$ cat src/source/phy_dump_pkg.sv
`default_nettype none

package phy_dump_pkg;

	//////////////////////////////////////////////////////////////////////
	// MDIO frame constants
	//////////////////////////////////////////////////////////////////////

	localparam int unsigned NUM_PHY_REGS    = 32;        // registers per sweep
	localparam logic [4:0]  PHY_ADDR        = 5'd0;      // management address of the PHY
	localparam logic [3:0]  MDIO_START_READ = 4'b0110;   // start 01, read opcode 10
	localparam int unsigned PREAMBLE_BITS   = 32;        // all ones
	localparam int unsigned CMD_BITS        = 14;        // start, op, phy addr, reg addr
	localparam int unsigned TA_BITS         = 2;         // turnaround, pin released
	localparam int unsigned DATA_BITS       = 16;

	//////////////////////////////////////////////////////////////////////
	// timing, all counted in ENETA_RX_CLK cycles or MDC periods
	//////////////////////////////////////////////////////////////////////

	localparam int unsigned MDC_HALF_PERIOD = 4;         // rx clocks per MDC half period
	localparam int unsigned PHY_READY_WAIT  = 64;        // MDC periods after reset
	localparam int unsigned WRITE_HOLD      = 5;         // strobe high cycles
	localparam int unsigned WRITE_GAP       = 1;         // strobe low cycles between writes

	// memory word tag, top nibble of every dumped word
	localparam logic [3:0]  DUMP_TAG        = 4'hA;

	// counter widths
	localparam int unsigned MDC_CNT_W  = $clog2(MDC_HALF_PERIOD);
	// covers the power-up wait and every frame field
	localparam int unsigned SLOT_CNT_W = $clog2(PHY_READY_WAIT) + 1;
	localparam int unsigned WR_CNT_W   = $clog2(WRITE_HOLD + WRITE_GAP);
	// one more bit than a register number, so the count can reach NUM_PHY_REGS
	localparam int unsigned REG_CNT_W  = $clog2(NUM_PHY_REGS) + 1;

	//////////////////////////////////////////////////////////////////////
	// shared types
	//////////////////////////////////////////////////////////////////////

	typedef logic [$clog2(NUM_PHY_REGS)-1:0] phy_reg_addr_t;   // register number
	typedef logic [DATA_BITS-1:0]            phy_reg_data_t;   // register value
	typedef logic [11:0]                     mem_addr_t;       // memory word address

	// memory word, msb first:
	// tag[31:28], 3'b000, reg number[24:20], 4'h0, reg value[15:0]
	typedef logic [31:0]                     mem_word_t;

endpackage

`default_nettype wire

$ cat src/source/mdio_read_engine.sv
`timescale 1ns/1ps
`default_nettype none

// Sweeps all PHY registers with MDIO read frames.
// Outputs change only in mdc_rise cycles, so they are stable around every
// rising MDC edge the PHY samples on. The PHY answers after the falling
// edge, so the bit seen on a rise belongs to the slot that just closed.
module mdio_read_engine import phy_dump_pkg::*; (
	input  wire           ENETA_RX_CLK,
	input  wire           CPU_RESETn,
	input  wire           mdc_rise,
	input  wire           mdio_in,
	output logic          mdio_out,
	output logic          mdio_oe,
	output logic          cap_valid,
	output phy_reg_addr_t cap_addr,
	output phy_reg_data_t cap_data
);

	typedef enum logic [2:0] {
		ST_WAIT,                 // power-up wait
		ST_PRE,                  // preamble ones
		ST_CMD,                  // start, opcode, addresses
		ST_TA,                   // turnaround
		ST_DATA,                 // phy drives register value
		ST_DONE
	} eng_state_t;

	eng_state_t              state;
	logic [SLOT_CNT_W-1:0]   bit_cnt;       // slot inside the current field
	phy_reg_addr_t           reg_idx;       // register being read
	logic                    cap_pend;      // last data bit arrives on next rise
	logic [CMD_BITS-1:0]     cmd_sr;
	phy_reg_data_t           data_sr;

	logic pre_last;
	logic cmd_last;
	logic ta_last;
	logic data_last;

	assign pre_last  = (bit_cnt == SLOT_CNT_W'(PREAMBLE_BITS - 1));
	assign cmd_last  = (bit_cnt == SLOT_CNT_W'(CMD_BITS - 1));
	assign ta_last   = (bit_cnt == SLOT_CNT_W'(TA_BITS - 1));
	assign data_last = (bit_cnt == SLOT_CNT_W'(DATA_BITS - 1));

	//////////////////////////////////////////////////////////////////////
	// frame sequencer
	//////////////////////////////////////////////////////////////////////

	always_ff @(posedge ENETA_RX_CLK) begin
		if (!CPU_RESETn) begin
			state     <= ST_WAIT;
			bit_cnt   <= '0;
			reg_idx   <= '0;
			mdio_out  <= 1'b1;
			mdio_oe   <= 1'b0;           // pin released
			cap_pend  <= 1'b0;
			cap_valid <= 1'b0;
		end else begin
			cap_valid <= 1'b0;
			if (mdc_rise) begin
				// deliver once the final data bit has been seen
				if (cap_pend) begin
					cap_valid <= 1'b1;
					cap_pend  <= 1'b0;
				end
				bit_cnt <= bit_cnt + SLOT_CNT_W'(1);
				case (state)
					ST_WAIT: begin
						if (bit_cnt == SLOT_CNT_W'(PHY_READY_WAIT - 1)) begin
							state   <= ST_PRE;
							bit_cnt <= '0;
						end
					end
					ST_PRE: begin
						mdio_oe  <= 1'b1;
						mdio_out <= 1'b1;
						if (pre_last) begin
							state   <= ST_CMD;
							bit_cnt <= '0;
						end
					end
					ST_CMD: begin
						mdio_oe  <= 1'b1;
						mdio_out <= cmd_sr[CMD_BITS-1];    // msb first
						if (cmd_last) begin
							state   <= ST_TA;
							bit_cnt <= '0;
						end
					end
					ST_TA: begin
						mdio_oe <= 1'b0;
						if (ta_last) begin
							state   <= ST_DATA;
							bit_cnt <= '0;
						end
					end
					ST_DATA: begin
						mdio_oe <= 1'b0;
						if (data_last) begin
							bit_cnt  <= '0;
							cap_pend <= 1'b1;
							if (reg_idx == phy_reg_addr_t'(NUM_PHY_REGS - 1)) begin
								state <= ST_DONE;
							end else begin
								reg_idx <= reg_idx + phy_reg_addr_t'(1);
								state   <= ST_PRE;   // next preamble overlaps delivery
							end
						end
					end
					default: begin
						bit_cnt <= '0;           // sweep finished, stay quiet
					end
				endcase
			end
		end
	end

	//////////////////////////////////////////////////////////////////////
	// command and data shift registers
	//////////////////////////////////////////////////////////////////////

	always_ff @(posedge ENETA_RX_CLK) begin
		if (mdc_rise) begin
			if (state == ST_PRE && pre_last) begin
				cmd_sr <= {MDIO_START_READ, PHY_ADDR, reg_idx};
			end else if (state == ST_CMD) begin
				cmd_sr <= {cmd_sr[CMD_BITS-2:0], 1'b0};
			end
			// first sample is the turnaround zero, it falls off the top
			if (state == ST_DATA) begin
				data_sr <= {data_sr[DATA_BITS-2:0], mdio_in};
			end
			if (cap_pend) begin
				cap_data <= {data_sr[DATA_BITS-2:0], mdio_in};   // d0 lands here
			end
			if (state == ST_DATA && data_last) begin
				cap_addr <= reg_idx;
			end
		end
	end

endmodule

`default_nettype wire

$ cat config.mk
export PLATFORM = sky130hd
export DESIGN_NAME = mdio_read_engine
export DESIGN_NICKNAME = d
export VERILOG_FILES = /design/src/source/phy_dump_pkg.sv /design/src/source/mdio_read_engine.sv
export SDC_FILE = /design/constraint.sdc
export NUM_CORES = 1
export LEC_CHECK = 0
export ABC_AREA = 1
export BUFFER_PORTS_ARGS = -buffer_cell sky130_fd_sc_hd__buf_2
export CAP_MARGIN = 20
export CORE_UTILIZATION = 30
export CTS_CLUSTER_DIAMETER = 50
export DETAILED_ROUTE_END_ITERATION = 7
export GPL_ROUTABILITY_DRIVEN = 0
export PLACE_DENSITY = 0.49
export SLEW_MARGIN = 20
export SYNTH_ARGS = -nofsm -noshare
export SYNTH_HDL_FRONTEND = slang
export SYNTH_SLANG_ARGS = --single-unit
$ cat constraint.sdc
create_clock -name ENETA_RX_CLK -period 2.8 [get_ports ENETA_RX_CLK]
set_input_delay 0.28 -clock ENETA_RX_CLK [delete_from_list [all_inputs] [get_ports ENETA_RX_CLK]]
set_output_delay 0.28 -clock ENETA_RX_CLK [all_outputs]
set_load 0.02 [all_outputs]
==> flow_summary.yaml <==
die:
  fp.dieH_um: 98.94
  io_pins: 28
  core_area_um2: 9153
  die_area_um2: 9788
  die_x_um: 98.94
  initial_utilization: 0.3080
  rows: 35
route:
  vias_per_cell: 4.350
  drtIter0Drc: 59
  drc: 0
  drt-total-wl_um: 4840
  vias: 1779
  antenna_left: 0
  firstDrtPassIters: 5
  wl_per_cell_um: 11.83
sta:
  relSlewSlack: 0.5575
  min_period_ns: 2.005
  tns_ns: 0
  post-route-period-util: 0.7161
  hold_violations: 0
  whs_ns: 0.1386
  slew_viol_final: 0
  setup-violations-final: 0
  fin_worst_skew_ns: 0.01265
  rsz0062_at_grt: "no"
  fmax_ghz: 0.4987
  worstMarginPinSlew_ns: 0.6630
  setup_slack_ns: 0.7950
synth:
  ys_types: 26
  syn_area_um2: 2819
  netlist_instances: 254
  synthMuxAreaShare: 0
  synth_top_area_cell: "edfxtp_1"
  synth_top_family_by_area: "simple AND/OR/NAND/NOR gates"
  synthTopCellsByArea: "edfxtp_1 (53%), dfxtp_1 (13%), nand2_1 (6.1%)"
  synth_warnings: 0
  synth_seq_area_share: 0.6676
  synth-simple-area-share: 0.1851
  synth_compound_area_frac: 0.07545
  synth.avg_cell_area_um2: 11.10
  syn-num-nets: 262
  synth_top_area_frac: 0.5326
  ys_ff_latch: 69
  synthAdderAreaFrac: 0.01775
  synth_xor_area_frac: 0
worst_setup_path:
  r2r-start: "bit_cnt[0]"
  cp_max_fo: 10
  r2r_cells: 8
  required_ns: 2.85
  worstSetupEndpointType: "register"
  cp-start-kind: "register"
  arrival_ns: 2.05
  timing.rr.end: "cmd_sr[2]"
  worstSetupPathType: "register to register"
  r2r_slack_ns: 0.79
placed_design:
  preCtsSetupSlack_ns: 0.7994
  dp_hpwl_um: 3310
  postPlaceCellArea_um2: 3108
  io_buffer_count: 27
finish:
  nNetsFinal: 301
  drive_gt1_frac: 0.2282
  syn_to_final_growth_pct: 17.49
  fillers: 892
  n_antenna_cell: 0
  design_area_um2: 3312
outcome:
  status: "finished, final reports clean"
clock_tree:
  cts_root_buf: "clkbuf_8"
  cts.clk_slew.worst_paths_ns: 0.07
  cts_buffer_depth: 2
  cts.sinks: 69
  cts_resized: 0
  cts-buffers-inserted: 9
  postCtsSetupBuffers: 0
  cts_tree: "built"
  cts_hold_buf: 0
  htreeDepth: 3
  clk_latency_ns: 0.34
global_routing:
  met3_usage: 0.03830
  grt_overflow_total: 0
  grt_pass1_wl_um: 8217
  globalRouteMet2Util: 0.1684
  grt_max_degree: 17
  grt.total_usage: 0.1116
  met1_usage: 0.1425
  grt.busiest_layer: "met2"
  antenna_found_initial: 0
  grt_pass1_vias: 1736
hold_path:
  hold_path_startpoint: "mdio_in"
  hp-class: "input pin to register"
  hold_path_end: "cap_data[0]"
  min_path_cells: 1
pwr:
  power.density_nw_per_um2: 588.6
  ir_drop_uv: 221.7
  p_leak_nw: 1.265
run:
  maxCapViolCount: 0
cells in the final DEF (no fill, tap or decap), drive strengths merged:
cell type | synthesis | layout
buf | 0 | 30
ha | 4 | 4
o21ai | 11 | 11
nand3b | 2 | 2
bufinv | 0 | 1
clkinvlp | 0 | 1
inv | 37 | 37
or2 | 3 | 3
clkbuf | 2 | 12
a21oi | 18 | 18
nand2 | 51 | 51
o21bai | 7 | 7
nand3 | 12 | 12
dfxtp | 19 | 19
clkinv | 1 | 3
nor3 | 4 | 4
nor2 | 33 | 33
edfxtp | 50 | 50
kinds of logic (layout without fill, tap and decap cells):
group / Yosys count / count (layout)
flops: 69 / 69
fa+ha+maj: 4 / 4
simple gates: 105 / 105
compound gates: 36 / 36
buf+inv: 40 / 84
power by group:
part / switching [mW] / total, mW / internal (mW) / leakage [nW]
Combinational: 0.0184 / 0.0286 / 0.0102 / 0.554
Clock: 0.372 / 0.836 / 0.463 / 0.101
Sequential: 0.00259 / 1.09 / 1.08 / 0.609
registers in the layout, indices dropped and copies added (netlist names):
| name | flops |
|---|---|
| cap_valid | 1 |
| reg_idx | 5 |
| bit_cnt | 7 |
| mdio_out | 1 |
| cap_data | 16 |
| cap_addr | 5 |
| cmd_sr | 14 |
| data_sr | 15 |
| mdio_oe | 1 |
| state | 3 |
| cap_pend | 1 |
worst max path at each step:
stage	startpoint	endpoint
floorplan	bit_cnt[0]	cmd_sr[0]
global placement	bit_cnt[0]	cmd_sr[3]
detailed placement	bit_cnt[0]	cmd_sr[7]
CTS	bit_cnt[0]	cmd_sr[2]
global route	bit_cnt[0]	cmd_sr[2]
finish	bit_cnt[0]	cmd_sr[2]
layout make-up:
| type | instances | area [um2] | area share |
|---|---|---|---|
| Timing Repair Buffer | 30 | 157.7 | 0.04760 |
| Multi-Input combinational cell | 145 | 784.5 | 0.2369 |
| Clock inverter | 4 | 47.55 | 0.01436 |
| Tap cell | 111 | 138.9 | 0.04193 |
| Sequential cell | 69 | 1882 | 0.5682 |
| Clock buffer | 12 | 156.4 | 0.04722 |
| Inverter | 38 | 145.1 | 0.04382 |
worst max-delay path, stage by stage (launching register included):
cell     delay [ns]
dfxtp_1        0.40
ha_1           0.24
nand2_2        0.09
nor2_4         0.16
nand2_4        0.08
nor2_4         0.25
inv_4          0.10
a21oi_1        0.18
buf_4          0.20
Yosys cell counts, drive strengths merged:
cell type   n
a21oi      18
clkbuf      2
clkinv      1
dfxtp      19
edfxtp     50
ha          4
inv        37
nand2      51
nand3      12
nand3b      2
nor2       33
nor3        4
o21ai      11
o21bai      7
or2         3
per-layer routing:
| layer | wire length [um] | share of wire | vias to the layer above |
|---|---|---|---|
| li1 | - | - | 922 |
| met1 | 2433 | 0.50 | 810 |
| met2 | 2121 | 0.44 | 37 |
| met3 | 187 | 0.039 | 10 |
| met4 | 98 | 0.020 | 0 |
| met5 | 0 | 0 | - |
stage by stage:
| step | std cells | power (mW) | util |
|---|---|---|---|
| finish | 409 | 1.950 | 0.3619 |
| detailed placement | 393 | 1.137 | 0.3396 |
| global route | 409 | 2.019 | 0.3619 |
| CTS | 409 | 1.982 | 0.3619 |
| floorplan | 254 | 1.129 | - |
| global placement | 393 | 1.137 | 0.3396 |
No activity file was read; power rests on OpenSTA's default activity.
