===== src/source/phy_dump_pkg.sv =====
`default_nettype none

package phy_dump_pkg;

	//////////////////////////////////////////////////////////////////////
	// MDIO frame constants
	//////////////////////////////////////////////////////////////////////

	localparam int unsigned NUM_PHY_REGS    = 32;        // registers per sweep
	localparam logic [4:0]  PHY_ADDR        = 5'd0;      // management address of the PHY
	localparam logic [3:0]  MDIO_START_READ = 4'b0110;   // start 01, read opcode 10
	localparam int unsigned PREAMBLE_BITS   = 32;        // all ones
	localparam int unsigned CMD_BITS        = 14;        // start, op, phy addr, reg addr
	localparam int unsigned TA_BITS         = 2;         // turnaround, pin released
	localparam int unsigned DATA_BITS       = 16;

	//////////////////////////////////////////////////////////////////////
	// timing, all counted in ENETA_RX_CLK cycles or MDC periods
	//////////////////////////////////////////////////////////////////////

	localparam int unsigned MDC_HALF_PERIOD = 4;         // rx clocks per MDC half period
	localparam int unsigned PHY_READY_WAIT  = 64;        // MDC periods after reset
	localparam int unsigned WRITE_HOLD      = 5;         // strobe high cycles
	localparam int unsigned WRITE_GAP       = 1;         // strobe low cycles between writes

	// memory word tag, top nibble of every dumped word
	localparam logic [3:0]  DUMP_TAG        = 4'hA;

	// counter widths
	localparam int unsigned MDC_CNT_W  = $clog2(MDC_HALF_PERIOD);
	// covers the power-up wait and every frame field
	localparam int unsigned SLOT_CNT_W = $clog2(PHY_READY_WAIT) + 1;
	localparam int unsigned WR_CNT_W   = $clog2(WRITE_HOLD + WRITE_GAP);
	// one more bit than a register number, so the count can reach NUM_PHY_REGS
	localparam int unsigned REG_CNT_W  = $clog2(NUM_PHY_REGS) + 1;

	//////////////////////////////////////////////////////////////////////
	// shared types
	//////////////////////////////////////////////////////////////////////

	typedef logic [$clog2(NUM_PHY_REGS)-1:0] phy_reg_addr_t;   // register number
	typedef logic [DATA_BITS-1:0]            phy_reg_data_t;   // register value
	typedef logic [11:0]                     mem_addr_t;       // memory word address

	// memory word, msb first:
	// tag[31:28], 3'b000, reg number[24:20], 4'h0, reg value[15:0]
	typedef logic [31:0]                     mem_word_t;

endpackage

`default_nettype wire


===== src/source/mem_dump_writer.sv =====
`timescale 1ns/1ps
`default_nettype none

// Copies the register bank into memory, one tagged word per register.
// Each word gets WRITE_HOLD strobe cycles and WRITE_GAP idle cycles.
module mem_dump_writer import phy_dump_pkg::*; (
	input  wire           ENETA_RX_CLK,
	input  wire           CPU_RESETn,
	input  wire           sweep_done,
	input  phy_reg_data_t rd_data,
	output phy_reg_addr_t rd_addr,
	output logic          mem_cs,
	output logic          mem_write,
	output mem_addr_t     mem_addr,
	output mem_word_t     mem_wdata,
	output logic          dump_done
);

	typedef enum logic [1:0] {
		WR_IDLE,
		WR_HOLD,
		WR_GAP,
		WR_DONE
	} wr_state_t;

	wr_state_t            state;
	logic [REG_CNT_W-1:0] word_idx;      // words started so far
	logic [WR_CNT_W-1:0]  tick;          // cycles spent in hold or gap
	logic                 wr_strobe;
	logic                 gap_end;
	logic                 all_issued;
	logic                 start_wr;

	// bank address runs one word ahead once a write starts, so the
	// next value is ready well before the gap ends
	assign rd_addr = word_idx[REG_CNT_W-2:0];

	assign gap_end    = (state == WR_GAP) && (tick == WR_CNT_W'(WRITE_GAP - 1));
	assign all_issued = (word_idx == REG_CNT_W'(NUM_PHY_REGS));
	assign start_wr   = ((state == WR_IDLE) && sweep_done) || (gap_end && !all_issued);

	//////////////////////////////////////////////////////////////////////
	// strobe sequencing
	//////////////////////////////////////////////////////////////////////

	always_ff @(posedge ENETA_RX_CLK) begin
		if (!CPU_RESETn) begin
			state     <= WR_IDLE;
			word_idx  <= '0;
			tick      <= '0;
			wr_strobe <= 1'b0;
			dump_done <= 1'b0;
		end else begin
			tick <= tick + WR_CNT_W'(1);
			if (start_wr) begin
				wr_strobe <= 1'b1;
				word_idx  <= word_idx + REG_CNT_W'(1);
				tick      <= '0;
				state     <= WR_HOLD;
			end else begin
				case (state)
					WR_HOLD: begin
						if (tick == WR_CNT_W'(WRITE_HOLD - 1)) begin
							wr_strobe <= 1'b0;
							tick      <= '0;
							state     <= WR_GAP;
						end
					end
					WR_GAP: begin
						if (gap_end) begin           // only after the last word
							dump_done <= 1'b1;
							state     <= WR_DONE;
						end
					end
					default: begin
						tick <= '0;
					end
				endcase
			end
		end
	end

	// word is latched at write start and held through the strobe
	always_ff @(posedge ENETA_RX_CLK) begin
		if (start_wr) begin
			mem_addr  <= mem_addr_t'(rd_addr);
			mem_wdata <= {DUMP_TAG, 3'b000, rd_addr, 4'h0, rd_data};
		end
	end

	assign mem_cs    = wr_strobe;
	assign mem_write = wr_strobe;    // write-only port

endmodule

`default_nettype wire


===== config.mk =====
export PLATFORM = sky130hd
export DESIGN_NAME = mem_dump_writer
export DESIGN_NICKNAME = d
export VERILOG_FILES = /design/src/source/phy_dump_pkg.sv /design/src/source/mem_dump_writer.sv
export SDC_FILE = /design/constraint.sdc
export NUM_CORES = 1
export LEC_CHECK = 0
export ABC_AREA = 1
export BUFFER_PORTS_ARGS = -buffer_cell sky130_fd_sc_hd__buf_2
export CAP_MARGIN = 20
export CORE_UTILIZATION = 50
export CTS_CLUSTER_DIAMETER = 150
export DETAILED_ROUTE_END_ITERATION = 10
export PLACE_DENSITY = 0.95
export REMOVE_ABC_BUFFERS = 1
export SLEW_MARGIN = 30
export SYNTH_ARGS = -nofsm -noshare
export SYNTH_HDL_FRONTEND = slang
export SYNTH_SLANG_ARGS = --single-unit

===== constraint.sdc =====
create_clock -name ENETA_RX_CLK -period 4.8 [get_ports ENETA_RX_CLK]
set_input_delay 0.96 -clock ENETA_RX_CLK [delete_from_list [all_inputs] [get_ports ENETA_RX_CLK]]
set_output_delay 0.96 -clock ENETA_RX_CLK [all_outputs]
set_load 0.1 [all_outputs]

==> out/results.txt, run 1 <==
status: completed
Logic pwr share: 0.372
vias in the first global route: 909
largest cells by area after synthesis: edfxtp_1 (40%), dfxtp_1 (16%), buf_4 (14%)
Synth warnings: 0
share of the synthesized area in the top cell type: 0.396
Slew Limit Headroom: 0.627
maxcap violations: 0
hold_sp: tick[0]
Post-CTS Setup Inserts: 0
RSZ-0062 raised after global routing: false
Detailed Route Iter0 Violations: 22
CTS tree: done
Sw Pwr: 0.354 mW
first-pass GRT wire length: 4.02 mm
Synth async-reset ratio: 0
slowest stage delay, CP: 0.49 ns
Rows: 20
Filler cells: 258
CP startpoint: word_idx[3]
GP Congestion: 0.774
count of buffers from port buffering: 52
final hold violations: 0
data required time of the worst path: 3.84 ns
clock root cell: clkbuf_4
fmax: 445 MHz
number of buffers and inverters on the critical path: 1
share of cells above drive strength 1: 0.363
Peak VDD IR: 0.192 mV
Tcrit/Tclk final: 0.468
Crit Path Max Fanout: 7
Layout Nets: 215
critical path class: reg -> out
Via Count: 1,047
Core ar.: 3030 um2
Residual DRC: 0
Detail Route Antenna Nets: 0
Static Leak: 0.821 nW
post-synthesis cell type count: 26
Hold Buf Count CTS: 0
Startpoint Class: flop
overall power: 0.771 mW
antenna violations before repair: 0
register area share after synthesis: 0.559
endpoints failing setup: 0
worst-margin pin slew: 0.558 ns
clock-pin slew on the worst setup and hold paths: 0.09 ns
Worst Hold Class: reg -> reg
minimum clock period: 2.25 ns
synthesized instance count: 143
WL final: 2.58 mm
crit path DAT: 1.29 ns
biggest area consumer among synthesized cells: edfxtp_1
mean post-synth cell area: 11.1 um2
Die Span Y: 58.5 um
Int Pwr: 0.417 mW
final setup TNS: 0 ns
Num CTS Buffers: 5
Layout area overhead: 13.0%
Overflow after GRT: 0
hold slack: 0.473 ns
Max Slew Vio Count: 0
largest net degree at the start of global routing: 28
FF/Latch Area: 891 um2
Synth Flop Type: edfxtp_1
CP top delay family: buffers and inverters
Resized cells post-CTS: 0
Initial Util: 0.526
slowest stage cell, crit path: buf_2
Pre-Repair DR Iteration Count: 4
Max H-tree Level: 2
Critical Path, Cell by Cell: buf_2
final worst slack: 2.55 ns
Worst Clk Skew: 0.00589 ns
DP Worst Slack: 2.73 ns
PD cells: 428 nW/um2
DIE WIDTH: 58.5 um
CTS Sinks: 34
Sw Share: 0.459
reg2reg start: state[0]
GRT Total Usage: 0.161
area of the mapped netlist: 1590 um2
Clock Latency Late Sink: 0.33 ns
critical path capture point type: primary output
Antenna Cells: 0
WL/cell: 11.0 um
I/O pin cnt: 71
multi-input logic area: 493 um2
Post-synth EDFFs: 21
Synth Register Bits: 34
Clock Power Share: 0.186
via/cell ratio: 4.47
die area: 3420 um2
Sequential Power Share: 0.442
Detail Placement HPWL: 2.00 mm
Clock Path Buffers: 2
## power groups by stage
| stage | Combinational (mW) | Clock [mW] | Sequential [mW] |
|---|---|---|---|
| final | 0.287 | 0.144 | 0.341 |
| after global routing | 0.297 | 0.162 | 0.343 |
| after CTS | 0.287 | 0.149 | 0.341 |
| after detailed placement | 0.287 | 0 | 0.348 |
| after global placement | 0.284 | 0 | 0.347 |
| after floorplan | 0.0905 | 0 | 0.507 |
## cell type report
class,instances,share of cell area
clock inverter,2,0.00486
timing repair buffer,52,0.144
clock buffer,6,0.0229
sequential,34,0.494
inverter,14,0.0292
tap,44,0.0306
multi-input combinational,82,0.274
## metrics by stage
step / utilization / instance area [um2] / instances
4_1_cts: 0.595 / 1800 / 234
3_5_place_dp: 0.579 / 1750 / 226
5_1_grt: 0.595 / 1800 / 234
3_3_place_gp: 0.579 / 1750 / 226
6_report: 0.595 / 1800 / 234
2_1_floorplan: - / 1440 / 130
## final timing paths
kind                                     to  slack, ns  cells past startpoint
worst max-delay path             rd_addr[3]       2.55                      1
worst min-delay path                tick[0]       0.47                      1
worst min register to register      tick[0]       0.47                      1
worst max register to register  word_idx[2]       2.93                      8
## cells by family after synthesis
logic type                 share of synthesized area
buffers and inverters                          0.170
and+or+nand+nor                                0.127
DFF                                            0.559
AOI/OAI and AO/OA                             0.0683
adders and majority gates                     0.0549
xor gates and xnor gates                      0.0165
other                                        0.00471
## sequential cells by signal (all words and copies together) (netlist names)
signal     count
mem_cs         1
dump_done      1
word_idx       6
tick           3
state          2
mem_wdata     21
## worst register-to-register path, delay by kind of cell (launching register included)
family / cells / cell delay, ns
flip-flops: 1 / 0.33
AND/OR/NAND/NOR: 4 / 0.93
adder cells (fa/ha/maj): 1 / 0.21
AO/OA/AOI/OAI: 1 / 0.14
buffers and inverters: 2 / 0.19
## cell usage after synthesis (all sizes together) (2+ instances only)
cell type	instances
buf	29
edfxtp	21
nand2	21
inv	14
dfxtp	13
a21oi	9
ha	7
nor3	5
o21ai	5
nand3	4
nor2	4
and3	2
conb	2
xor2	2
## cells in the final DEF (no fill, tap or decap), types with 2 or more instances in the layout
cell type / instances
nand3_1: 3
inv_1: 12
xor2_1: 2
a21oi_1: 8
conb_1: 18
o21ai_0: 5
nor2_1: 2
inv_2: 2
dfxtp_1: 13
nand2_4: 2
buf_2: 52
clkbuf_4: 5
nor3_1: 5
ha_1: 7
edfxtp_1: 21
and3_1: 2
nand2_1: 18
## metal layers
layer / part of all wire / vias up / GRT usage
met3: 0.11 / 4 / 0.0681
met4: 0.012 / 0 / 0.0612
met5: 0 / - / 0
li1: - / 520 / -
met1: 0.39 / 468 / 0.163
met2: 0.48 / 55 / 0.292
Power figures use the tool's default switching activity.
==> run 2: changes to the inputs <==
CORE_UTILIZATION = 46   (was 50)
PLACE_DENSITY = 0.9   (was 0.95)
clock period = 2.2 ns   (was 4.8 ns; I/O delays follow)
==> out/results.txt, run 2 (same netlist as run 1, synthesis figures left out) <==
Pre-Repair DR Iteration Count: 4
Resized cells post-CTS: 0
Layout Nets: 215
WL/cell: 9.86 um
Startpoint Class: flop
die area: 3700 um2
status: completed
count of buffers from port buffering: 52
Detail Placement HPWL: 1.80 mm
first-pass GRT wire length: 3.48 mm
Clock Latency Late Sink: 0.33 ns
Residual DRC: 0
FF/Latch Area: 891 um2
final hold violations: 0
clock root cell: clkbuf_4
Die Span Y: 60.9 um
maxcap violations: 0
minimum clock period: 1.84 ns
share of cells above drive strength 1: 0.374
vias in the first global route: 815
GP Congestion: 0.769
biggest regs: mem_wdata: 21 flops, word_idx: 6 flops, tick: 3 flops
met3 usage: 0.0682
Via Count: 1,034
DIE WIDTH: 60.9 um
Overflow after GRT: 0
Core ar.: 3340 um2
Peak VDD IR: 0.325 mV
largest net degree at the start of global routing: 28
Max H-tree Level: 2
antenna violations before repair: 0
Detailed Route Iter0 Violations: 16
RSZ-0062 raised after global routing: false
Crit Path Max Fanout: 27
CTS Sinks: 34
worst-margin pin slew: 0.560 ns
endpoints failing setup: 0
GRT Total Usage: 0.134
Layout area overhead: 14.0%
Rows: 21
Initial Util: 0.478
critical path capture point type: flop
met1 Resource Use GR: 0.148
fmax: 542 MHz
Detail Route Antenna Nets: 0
Max Slew Vio Count: 0
I/O pin cnt: 71
Tcrit/Tclk final: 0.838
via/cell ratio: 4.38
Placement Cell Area: 1750 um2
data required time of the worst path: 2.44 ns
multi-input logic area: 493 um2
Worst Clk Skew: 0.00810 ns
max FFs per register: 21
most frequent cells in the layout: buf_2 (52), edfxtp_1 (21), nand2_1 (18), conb_1 (18), dfxtp_1 (13)
post-layout util: 0.545
Num CTS Buffers: 5
layer with the highest usage: met2
Filler cells: 306
Worst Hold Class: in -> reg
CTS tree: done
final instance area: 1820 um2
WL final: 2.33 mm
clock-pin slew on the worst setup and hold paths: 0.10 ns
Reg with most FFs: mem_wdata
met2 Usage GRT: 0.221
most common cell after layout, fill and taps aside: buf_2
crit path DAT: 2.09 ns
critical path class: reg -> reg
PD cells: 945 nW/um2
Slew Limit Headroom: 0.625
Static Leak: 0.825 nW
Post-CTS Setup Inserts: 0
Clock Path Buffers: 2
Hold Buf Count CTS: 0
Antenna Cells: 0
[run 2: cell count changes in the layout (fill, tap and decap cells not counted), sizes merged]
| cell | delta |
|---|---|
| clkinvlp | +1 |
| clkinv | -1 |
[run 2: routing by layer]
layer  vias up  wire length, um  share of wire
met2        53             1120           0.48
met4         0               27          0.012
met1       457              928           0.40
li1        521                -              -
met5         -                0              0
met3         3              248           0.11
[run 2: critical path: stages (launching register included)]
cell and delay [ns]:
dfxtp_1 0.33, inv_1 0.09, ha_1 0.20, inv_2 0.09
nor2_4 0.17, nand2_1 0.10, nand2_2 0.43, a21oi_1 0.12
nor3_1 0.20
[run 2: per-stage QoR]
step | instances | worst slack [ns] | hold WS [ns] | total power [mW] | TNS (ns)
3_5_place_dp | 228 | 0.366 | 0.448 | 1.38 | 0
4_1_cts | 236 | 0.326 | 0.259 | 1.74 | 0
6_report | 236 | 0.355 | 0.277 | 1.72 | 0
5_1_grt | 236 | 0.203 | 0.252 | 1.79 | 0
2_1_floorplan | 130 | -0.201 | 0.429 | 1.30 | -4.39
3_3_place_gp | 228 | 0.473 | 0.444 | 1.38 | 0
[run 2: final timing paths]
path / cells after the start / start / slack, ns / end
worst max-delay path: 8 / state[0] / 0.36 / word_idx[2]
worst min-delay path: 1 / rd_data[11] / 0.28 / mem_wdata[11]
worst max register to register: 8 / state[0] / 0.36 / word_idx[2]
worst min register to register: 1 / tick[0] / 0.46 / tick[0]
[run 2: power by group]
part	switching (mW)	total (mW)	internal (mW)
clock network	0.199	0.352	0.153
logic	0.559	0.623	0.0638
registers	0.0170	0.743	0.726
total	0.775	1.72	0.944
[run 2: cell type report]
class	count	area share
sequential	34	0.490
multi-input combinational	82	0.271
timing repair buffer	52	0.143
tap	46	0.0317
inverter	14	0.0289
clock buffer	6	0.0282
clock inverter	2	0.00688
