## src/source/phy_dump_pkg.sv

```systemverilog
`default_nettype none

package phy_dump_pkg;

	//////////////////////////////////////////////////////////////////////
	// MDIO frame constants
	//////////////////////////////////////////////////////////////////////

	localparam int unsigned NUM_PHY_REGS    = 32;        // registers per sweep
	localparam logic [4:0]  PHY_ADDR        = 5'd0;      // management address of the PHY
	localparam logic [3:0]  MDIO_START_READ = 4'b0110;   // start 01, read opcode 10
	localparam int unsigned PREAMBLE_BITS   = 32;        // all ones
	localparam int unsigned CMD_BITS        = 14;        // start, op, phy addr, reg addr
	localparam int unsigned TA_BITS         = 2;         // turnaround, pin released
	localparam int unsigned DATA_BITS       = 16;

	//////////////////////////////////////////////////////////////////////
	// timing, all counted in ENETA_RX_CLK cycles or MDC periods
	//////////////////////////////////////////////////////////////////////

	localparam int unsigned MDC_HALF_PERIOD = 4;         // rx clocks per MDC half period
	localparam int unsigned PHY_READY_WAIT  = 64;        // MDC periods after reset
	localparam int unsigned WRITE_HOLD      = 5;         // strobe high cycles
	localparam int unsigned WRITE_GAP       = 1;         // strobe low cycles between writes

	// memory word tag, top nibble of every dumped word
	localparam logic [3:0]  DUMP_TAG        = 4'hA;

	// counter widths
	localparam int unsigned MDC_CNT_W  = $clog2(MDC_HALF_PERIOD);
	// covers the power-up wait and every frame field
	localparam int unsigned SLOT_CNT_W = $clog2(PHY_READY_WAIT) + 1;
	localparam int unsigned WR_CNT_W   = $clog2(WRITE_HOLD + WRITE_GAP);
	// one more bit than a register number, so the count can reach NUM_PHY_REGS
	localparam int unsigned REG_CNT_W  = $clog2(NUM_PHY_REGS) + 1;

	//////////////////////////////////////////////////////////////////////
	// shared types
	//////////////////////////////////////////////////////////////////////

	typedef logic [$clog2(NUM_PHY_REGS)-1:0] phy_reg_addr_t;   // register number
	typedef logic [DATA_BITS-1:0]            phy_reg_data_t;   // register value
	typedef logic [11:0]                     mem_addr_t;       // memory word address

	// memory word, msb first:
	// tag[31:28], 3'b000, reg number[24:20], 4'h0, reg value[15:0]
	typedef logic [31:0]                     mem_word_t;

endpackage

`default_nettype wire

```

## src/source/mdc_clock_gen.sv

```systemverilog
`timescale 1ns/1ps
`default_nettype none

// MDC is a plain register output of the rx clock domain. The rest of the
// design never clocks on it and only looks at mdc_rise.
module mdc_clock_gen import phy_dump_pkg::*; (
	input  wire  ENETA_RX_CLK,
	input  wire  CPU_RESETn,
	output logic mdc,
	output logic mdc_rise
);

	logic [MDC_CNT_W-1:0] half_cnt;      // position inside the half period
	logic                 half_end;

	assign half_end = (half_cnt == MDC_CNT_W'(MDC_HALF_PERIOD - 1));

	always_ff @(posedge ENETA_RX_CLK) begin
		if (!CPU_RESETn) begin
			half_cnt <= '0;
			mdc      <= 1'b0;            // idle low
			mdc_rise <= 1'b0;
		end else begin
			mdc_rise <= 1'b0;
			if (half_end) begin
				half_cnt <= '0;
				mdc      <= ~mdc;
				mdc_rise <= ~mdc;        // high together with mdc going high
			end else begin
				half_cnt <= half_cnt + MDC_CNT_W'(1);
			end
		end
	end

endmodule

`default_nettype wire

```

## config.mk

```make
export PLATFORM = sky130hd
export DESIGN_NAME = mdc_clock_gen
export DESIGN_NICKNAME = d
export VERILOG_FILES = /design/src/source/phy_dump_pkg.sv /design/src/source/mdc_clock_gen.sv
export SDC_FILE = /design/constraint.sdc
export NUM_CORES = 1
export LEC_CHECK = 0
export ABC_AREA = 1
export BUFFER_PORTS_ARGS = -buffer_cell sky130_fd_sc_hd__buf_4
export CELL_PAD_IN_SITES_DETAIL_PLACEMENT = 1
export CELL_PAD_IN_SITES_GLOBAL_PLACEMENT = 1
export CORE_AREA = 3 3 40 42
export DETAILED_ROUTE_END_ITERATION = 10
export DIE_AREA = 0 0 43 45
export GPL_ROUTABILITY_DRIVEN = 0
export GPL_TIMING_DRIVEN = 1
export PLACE_DENSITY = 0.32
export SLEW_MARGIN = 20
export SYNTH_ARGS = -nofsm -noshare
export SYNTH_HDL_FRONTEND = slang
export SYNTH_SLANG_ARGS = --single-unit
export TNS_END_PERCENT = 1
```

## constraint.sdc

```tcl
create_clock -name ENETA_RX_CLK -period 1.75 [get_ports ENETA_RX_CLK]
set_clock_uncertainty 0.05 [all_clocks]
set_input_delay 0.175 -clock ENETA_RX_CLK [delete_from_list [all_inputs] [get_ports ENETA_RX_CLK]]
set_output_delay 0.175 -clock ENETA_RX_CLK [all_outputs]
set_load 0.05 [all_outputs]
```

==> qor.yml, run 1 <==
maxSlewViolCount: 0
viasPerCell: 3.06
htree_num_levels: 1
start_util_pct: 10.3
core.rowCount: 13
drc_errors: 0
area_growth_pct: 48.1
root_buffer: "clkbuf_4"
holdBufCountCts: 0
critical_path_class: "flip-flop to output pin"
rsz0062_at_grt: "false"
busiest_layer: "met3"
antenna_found_initial: 0
fmax_ghz: 0.999
final_area_um2: 196
cts_setup_buffers: 0
avgSynthCellArea_um2: 8.84
crit_fanout: 3
grtUsageTotal_pct: 4.08
cts_inserted_buffers: 3
period_needed_ps: 1000
wl_per_cell_um: 6.25
drv_cap: 0
relSlewSlack_pct: 90.3
grt_pass1_wl_um: 427
p_leak_nw: 0.104
first_pass_iters: 2
crit_buf_inv: 1
portBuffers: 3
path_cells: "buf_4"
yosysSeqAreaShare_pct: 60.4
place_area_um2: 174
fin_nets: 26
vias: 110
cpMaxStageDelayCell: "dfxtp_1"
syn_area_um2: 133
tns_ps: 0
fin_ws_ps: 749
vdd_ir_drop_max_uv: 268
insertion_delay_ps: 230
cp-start-kind: "flip-flop"
drive_gt1_share_pct: 28.6
cts_sinks: 4
clk_path_buf_depth: 2
cts_resized: 0
status: "completed"
fin_util_pct: 15.3
dieArea_um2: 1940
cp.required_ps: 1520
path_clk_slew_ps: 40
timing_hold_violations_final: 0
ios: 4
finalSetupViolations: 0
fillCellCount: 156
ys_warn_count: 0
p_per_area_nw_per_um2: 1230
tightest_slew_ps: 147
n_antenna_cell: 0
grt_use_met2_pct: 3.59
synth_seq_cells: 4
critPathCaptureType: "output pin"
fin_hold_ws_ps: 151
cts_tree: "done"
min_path_type: "primary input to flip-flop"
ys_types: 6
die_w_um: 43
grt-ovfl-total: 0
drtAntennaViolNets: 0
post-place-ws_ps: 901
cpLargestDelayFamily: "flip-flops"
routed_wl_um: 225
design.core.area_um2: 1280
grt_pass1_vias: 109
synthCells: 15
met1_usage_pct: 2.89
fin_crit_sh_pct: 57.2
grt_use_met3_pct: 7.57
critPathMaxStageDelay_ps: 340
cp.arrival_ps: 780
syn-num-nets: 18
fp.dieH_um: 45
drt_iter0_markers: 1
grt_max_degree: 4
[sequential cells by signal, summed over array words and instances (netlist names)]
name	count
half_cnt	2
mdc	1
mdc_rise	1
[layer usage]
| metal | vias to the layer above | wire length (um) | part of all wire (%) |
|---|---|---|---|
| met4 | 0 | 0 | 0 |
| met1 | 45 | 96 | 43 |
| met2 | 8 | 79 | 35 |
| met5 | - | 0 | 0 |
| li1 | 57 | - | - |
| met3 | 0 | 49 | 22 |
[cell usage after synthesis, drive strengths merged]
cell | number | area share, %
dfxtp | 4 | 60
ha | 1 | 9.4
inv | 4 | 11
nand2 | 2 | 5.7
nand3 | 2 | 7.5
nor2 | 2 | 5.7
[through the flow]
step | std cells | power (mW)
floorplan | 15 | 0.125
global placement | 33 | 0.133
detailed placement | 33 | 0.134
CTS | 36 | 0.251
global route | 36 | 0.270
finish | 36 | 0.241
[report_power, final]
part | total, mW | leakage [nW] | switching, mW | internal, mW
Clock | 0.109 | 0.0138 | 0.0330 | 0.0763
Sequential | 0.104 | 0.0329 | 0.00340 | 0.100
Combinational | 0.0284 | 0.0570 | 0.0180 | 0.0103
Total | 0.241 | 0.104 | 0.0544 | 0.187
[logic make-up after synthesis]
kind of cell             count (synthesis)  synth area share (%)
flip-flops                               4                  60.4
buffers and inverters                    4                  11.3
AND/OR/NAND/NOR                          6                  18.9
adder cells (fa/ha/maj)                  1                  9.43
[layout by cell type, fill, tap and decap left out]
cell type	n
buf_4	3
clkbuf_4	3
dfxtp_1	4
ha_1	1
inv_1	4
nand2_1	2
nand3_1	2
nor2_1	2
[cell type report]
class | instances | area, um2 | share of cell area [%]
Clock buffer | 3 | 22.5 | 11.5
Inverter | 4 | 15.0 | 7.64
Multi-Input combinational cell | 7 | 37.5 | 19.1
Sequential cell | 4 | 80.1 | 40.8
Tap cell | 15 | 18.8 | 9.55
Timing Repair Buffer | 3 | 22.5 | 11.5
[final timing paths]
kind                            cells after the start         from     endpoint  slack [ps]
worst max-delay path                                1          mdc          mdc         750
worst min-delay path                                3   CPU_RESETn          mdc         150
worst max register to register                      4  half_cnt[0]  half_cnt[0]         910
worst min register to register                      1  half_cnt[0]  half_cnt[0]         360
Note: power is estimated with default switching activity, not from simulation.
==> run 2, diff against run 1 <==
clock period = 1.01 ns   (was 1.75 ns; I/O delays follow)
==> qor.yml, run 2 (same netlist as run 1, synthesis figures left out) <==
status: "completed"
cp-startpoint: "mdc"
reg2reg_setup_slack_ps: 160  # -750 ps
period_needed_ps: 927
drive_gt1_share_pct: 28.6  # unchanged
grt_max_degree: 4  # unchanged
multi_input_area_um2: 37.5  # unchanged
p_comb_share_pct: 11.8  # about the same
pwr-share-seq_pct: 42.5  # -0.5 points
cpLargestDelayFamily: "flip-flops"
cts_setup_buffers: 0  # unchanged
portBuffers: 3  # unchanged
fp.dieH_um: 45  # unchanged
fin_crit_sh_pct: 91.8
wl_per_cell_um: 6.83  # +9.3%
timing_hold_violations_final: 0  # unchanged
drt_iter0_markers: 1  # unchanged
hold_end: "mdc"
start_util_pct: 10.3  # unchanged
grt_pass1_wl_um: 510  # +19%
placed_cells: 33  # unchanged
cts_inserted_buffers: 3  # unchanged
swShare_pct: 23.4  # +0.89 points
design.core.area_um2: 1280  # unchanged
grt_pass1_vias: 127  # +17%
vdd_ir_drop_max_uv: 524  # +95%
hpwl_um: 194
worstReg2RegStart: "half_cnt[0]"
mostFrequentLayoutCells: "inv_1 (4), dfxtp_1 (4), clkbuf_4 (3), buf_4 (3)"
drtAntennaViolNets: 0  # unchanged
finalSetupViolations: 0  # unchanged
p_clk_share_pct: 45.7  # +0.4 points
cts_tree: "done"
largest_reg_flops: 2  # unchanged
fin_hold_ws_ps: 66.3  # -84.9 ps
maxSlewViolCount: 0  # unchanged
tightest_slew_ps: 147  # -0.140 ps
ios: 4  # unchanged
critPathCaptureType: "output pin"
cts_resized: 0  # unchanged
drv_cap: 0  # unchanged
routed_wl_um: 246  # +9.3%
holdBufCountCts: 0  # unchanged
root_buffer: "clkbuf_4"
hold_depth: 3  # unchanged
r2r_cells: 4  # unchanged
first_pass_iters: 2  # unchanged
cp.required_ps: 860  # -660 ps
core.rowCount: 13  # unchanged
vias: 112  # +1.8%
regMostFlops: "half_cnt"
reg.largest.list: "half_cnt (2), mdc (1), mdc_rise (1)"
final_cells: 36  # unchanged
min_path_type: "primary input to flip-flop"
place_area_um2: 174  # unchanged
intPower_uw: 324  # +73%
clk_path_buf_depth: 2  # unchanged
seq_area_um2: 80.1  # unchanged
p_sw_uw: 99.2  # +82%
die_w_um: 43  # unchanged
n_antenna_cell: 0  # unchanged
cts_sinks: 4  # unchanged
path_clk_slew_ps: 40  # about the same
insertion_delay_ps: 230  # about the same
r2r-end: "half_cnt[1]"
cp-start-kind: "flip-flop"
relSlewSlack_pct: 90.3  # about the same
critPathMaxStageDelay_ps: 340  # about the same
dieArea_um2: 1940  # unchanged
rsz0062_at_grt: "false"
grtUsageTotal_pct: 4.33  # +0.25 points
drc_errors: 0  # unchanged
antenna_found_initial: 0  # unchanged
cp.arrival_ps: 780  # about the same
crit_fanout: 3  # unchanged
cp_num_cells: 1  # unchanged
critical_path_class: "flip-flop to output pin"
hp-start: "CPU_RESETn"
fillCellCount: 154  # -1.3%
p_leak_nw: 0.104  # unchanged
path_cells: "buf_4"
grt-ovfl-total: 0  # unchanged
cpMaxStageDelayCell: "dfxtp_1"
htree_num_levels: 1  # unchanged
viasPerCell: 3.11  # +1.8%
p_per_area_nw_per_um2: 2160  # +76%
area_growth_pct: 48.1  # unchanged
fmax_ghz: 1.08
crit_buf_inv: 1  # unchanged
final_area_um2: 196  # unchanged
fin_nets: 26  # unchanged
tns_ps: 0  # unchanged
[run 2: worst reg2reg max path: cells and delay by family (launching register included)]
family	cells	cell delay (ps)
buffers and inverters	1	70
flip-flops	1	300
AND/OR/NAND/NOR	2	160
adder cells (fa/ha/maj)	1	210
[run 2: power groups by stage]
stage               combinational, mW  clock (mW)  sequential, mW
floorplan                      0.0197           0           0.197
global placement               0.0487           0           0.181
detailed placement             0.0515           0           0.182
CTS                            0.0514       0.206           0.180
global route                   0.0572       0.220           0.182
finish                         0.0501       0.193           0.180
[run 2: how the worst max path moves through the flow]
| stage | to | slack [ps] |
|---|---|---|
| final | mdc | 80 |
| after global routing | mdc | 30 |
| after CTS | mdc | 70 |
| after detailed placement | half_cnt[1] | 150 |
| after global placement | half_cnt[0] | 180 |
| after floorplan | mdc | 10 |
[run 2: area by class of cell]
cell class	instances	share of cell area, %
multi-input cells	7	19.1
clock buffers	3	11.5
repair buffers	3	11.5
well taps	15	9.55
inverters	4	7.64
flip-flops and latches	4	40.8
[run 2: routing by layer]
metal / GRT usage, % / part of all wire [%] / up-vias
li1: - / - / 58
met1: 4.10 / 49 / 48
met2: 3.89 / 35 / 6
met3: 6.37 / 16 / 0
met4: 3.61 / 0 / 0
met5: 0 / 0 / -
[run 2: metrics by stage]
| stage | total power, mW | util (%) | worst slack, ps |
|---|---|---|---|
| finish | 0.424 | 15.3 | 83.2 |
| global route | 0.460 | 15.3 | 29.0 |
| CTS | 0.437 | 15.3 | 67.3 |
| detailed placement | 0.234 | 13.5 | 149 |
| global placement | 0.230 | 13.5 | 182 |
| floorplan | 0.216 | - | 13.4 |
==> run 3, diff against run 2 <==
ABC_AREA = 0   (was 1)
PLACE_DENSITY = 0.31   (was 0.32)
==> qor.yml, run 3 <==
clk_path_buf_depth: 2  # unchanged
vias: 106  # -5.4%
crit_fanout: 4  # +1
p_sw_uw: 106  # +6.9%
hp-start: "CPU_RESETn"
ios: 4  # unchanged
wl_per_cell_um: 8.81  # +29%
cts_inserted_buffers: 3  # unchanged
grt-ovfl-total: 0  # unchanged
ys_warn_count: 0  # unchanged
period_needed_ps: 956  # +28.8 ps
cts_sinks: 4  # unchanged
fin_crit_sh_pct: 94.6  # +2.9 points
ys_top_cells_by_area: "dfxtp_1 (60%), ha_1 (9.4%), and3b_2 (7.5%)"
antenna_found_initial: 0  # unchanged
critPathCaptureType: "flip-flop"
cp.arrival_ps: 1030  # +250 ps
cp.required_ps: 1080  # +220 ps
grtUsageTotal_pct: 4.66  # +0.33 points
finalSetupViolations: 0  # unchanged
synth_seq_cells: 4  # unchanged
critical_path_class: "flip-flop to flip-flop"
root_buffer: "clkbuf_4"
hold_end: "mdc"
rsz0062_at_grt: "false"
avgSynthCellArea_um2: 12.1  # +36%
drive_gt1_share_pct: 52.9  # +24 points
r2r-end: "mdc"
min_path_type: "primary input to flip-flop"
mostFrequentLayoutCells: "clkbuf_4 (3), dfxtp_1 (3), buf_4 (3)"
area_growth_pct: 50.9
yosysMostFrequentCell: "dfxtp_1"
design.core.area_um2: 1280  # unchanged
ys_types: 8  # +2
reg.largest.list: "half_cnt (2), mdc (1), mdc_rise (1)"
worstReg2RegStart: "half_cnt[0]"
cp-start-kind: "flip-flop"
tns_ps: 0  # unchanged
fmax_ghz: 1.05  # -3.0%
drt_iter0_markers: 1  # unchanged
core.rowCount: 13  # unchanged
portBuffers: 3  # unchanged
start_util_pct: 10.3  # unchanged
reg2reg_setup_slack_ps: 50  # -110 ps
synth_area_leader_cell: "dfxtp_1"
regMostFlops: "half_cnt"
routed_wl_um: 282  # +15%
synth_enable_flop_cells: 0  # unchanged
maxSlewViolCount: 0  # unchanged
r2r_cells: 3  # -1
largest_reg_flops: 2  # unchanged
grt_pass1_vias: 119  # -6.3%
syn-num-nets: 14  # -4
synthCells: 11  # -4
hold_depth: 2  # -1
cts_tree: "done"
timing_hold_violations_final: 0  # unchanged
tightest_slew_ps: 141  # -5.69 ps
drv_cap: 0  # unchanged
yosysSeqAreaShare_pct: 60.4  # unchanged
path_clk_slew_ps: 40  # about the same
p_leak_nw: 0.0932  # -10%
pwr-share-seq_pct: 41.8  # -0.7 points
n_antenna_cell: 0  # unchanged
drc_errors: 0  # unchanged
fin_nets: 22  # -15%
syn_area_um2: 133  # unchanged
status: "completed"
vdd_ir_drop_max_uv: 715  # +37%
synthArstFlopShare_pct: 0  # unchanged
swShare_pct: 24.2  # +0.80 points
grt_pass1_wl_um: 517  # +1.4%
insertion_delay_ps: 240  # about the same
intPower_uw: 332  # +2.3%
htree_num_levels: 1  # unchanged
fp.dieH_um: 45  # unchanged
first_pass_iters: 2  # unchanged
fin_util_pct: 15.6  # +0.29 points
place_area_um2: 175  # +0.72%
dieArea_um2: 1940  # unchanged
synth_top_area_share_pct: 60.4  # unchanged
die_w_um: 43  # unchanged
p_per_area_nw_per_um2: 2190  # +1.4%
synth_flop_cell: "dfxtp_1"
final_area_um2: 200  # +1.9%
cts_setup_buffers: 0  # unchanged
drtAntennaViolNets: 0  # unchanged
p_comb_share_pct: 11.9  # about the same
p_clk_share_pct: 46.3  # +0.6 points
grt_max_degree: 5  # +1
relSlewSlack_pct: 90.6  # +0.28 points
viasPerCell: 3.31  # +6.5%
==> run 3: logic make-up after synthesis <==
kind of cell / Yosys count / synth area share [%]
XOR/XNOR: 1 / 6.60
adder cells (fa/ha/maj): 1 / 9.43
flip-flops: 4 / 60.4
AND/OR/NAND/NOR: 5 / 23.6
==> run 3: layout make-up <==
type	count	area [um2]
Sequential cell	4	81.3
Timing Repair Buffer	3	22.5
Tap cell	15	18.8
Fill cell	152	1080
Clock buffer	3	22.5
Multi-Input combinational cell	7	55.1
==> run 3: how the worst max path moves through the flow <==
| stage | start | endpoint | slack (ps) | cells after the start |
|---|---|---|---|---|
| 2_1_floorplan | half_cnt[0] | mdc | 40 | 3 |
| 3_3_place_gp | half_cnt[0] | mdc | 10 | 3 |
| 3_5_place_dp | half_cnt[0] | mdc | 4 | 3 |
| 4_1_cts | half_cnt[0] | mdc | 50 | 3 |
| 5_1_grt | half_cnt[0] | mdc | 9 | 3 |
| 6_report | half_cnt[0] | mdc | 50 | 3 |
==> run 3: what timing repair did <==
action                     CTS  global route
setup endpoints to repair    1             0
resized for setup            1             0
hold buffers                 0             0
==> run 3: metrics by stage <==
step	hold slack, ps	power [mW]	cells	setup slack, ps
final	54.0	0.438	32	54.4
after global routing	52.0	0.475	32	9.39
after CTS	53.2	0.447	32	45.5
after detailed placement	300	0.237	29	3.59
after global placement	290	0.237	29	11.3
after floorplan	173	0.220	11	41.6
==> run 3: worst max-delay path: stages, from the launching register on <==
cell	delay, ps
dfxtp_1	300
ha_2	200
xor2_1	130
and2_1	150
==> run 3: per-layer routing <==
layer | global-route usage [%] | vias up | part of all wire [%]
li1 | - | 48 | -
met1 | 3.61 | 49 | 37
met2 | 5.09 | 7 | 45
met3 | 5.98 | 2 | 12
met4 | 5.42 | 0 | 5.7
met5 | 0 | - | 0
==> run 3: power by group through the flow <==
| stage | sequential (mW) | combinational [mW] | clock [mW] |
|---|---|---|---|
| 2_1_floorplan | 0.200 | 0.0200 | 0 |
| 3_3_place_gp | 0.184 | 0.0523 | 0 |
| 3_5_place_dp | 0.185 | 0.0520 | 0 |
| 4_1_cts | 0.183 | 0.0534 | 0.210 |
| 5_1_grt | 0.185 | 0.0594 | 0.231 |
| 6_report | 0.183 | 0.0522 | 0.202 |
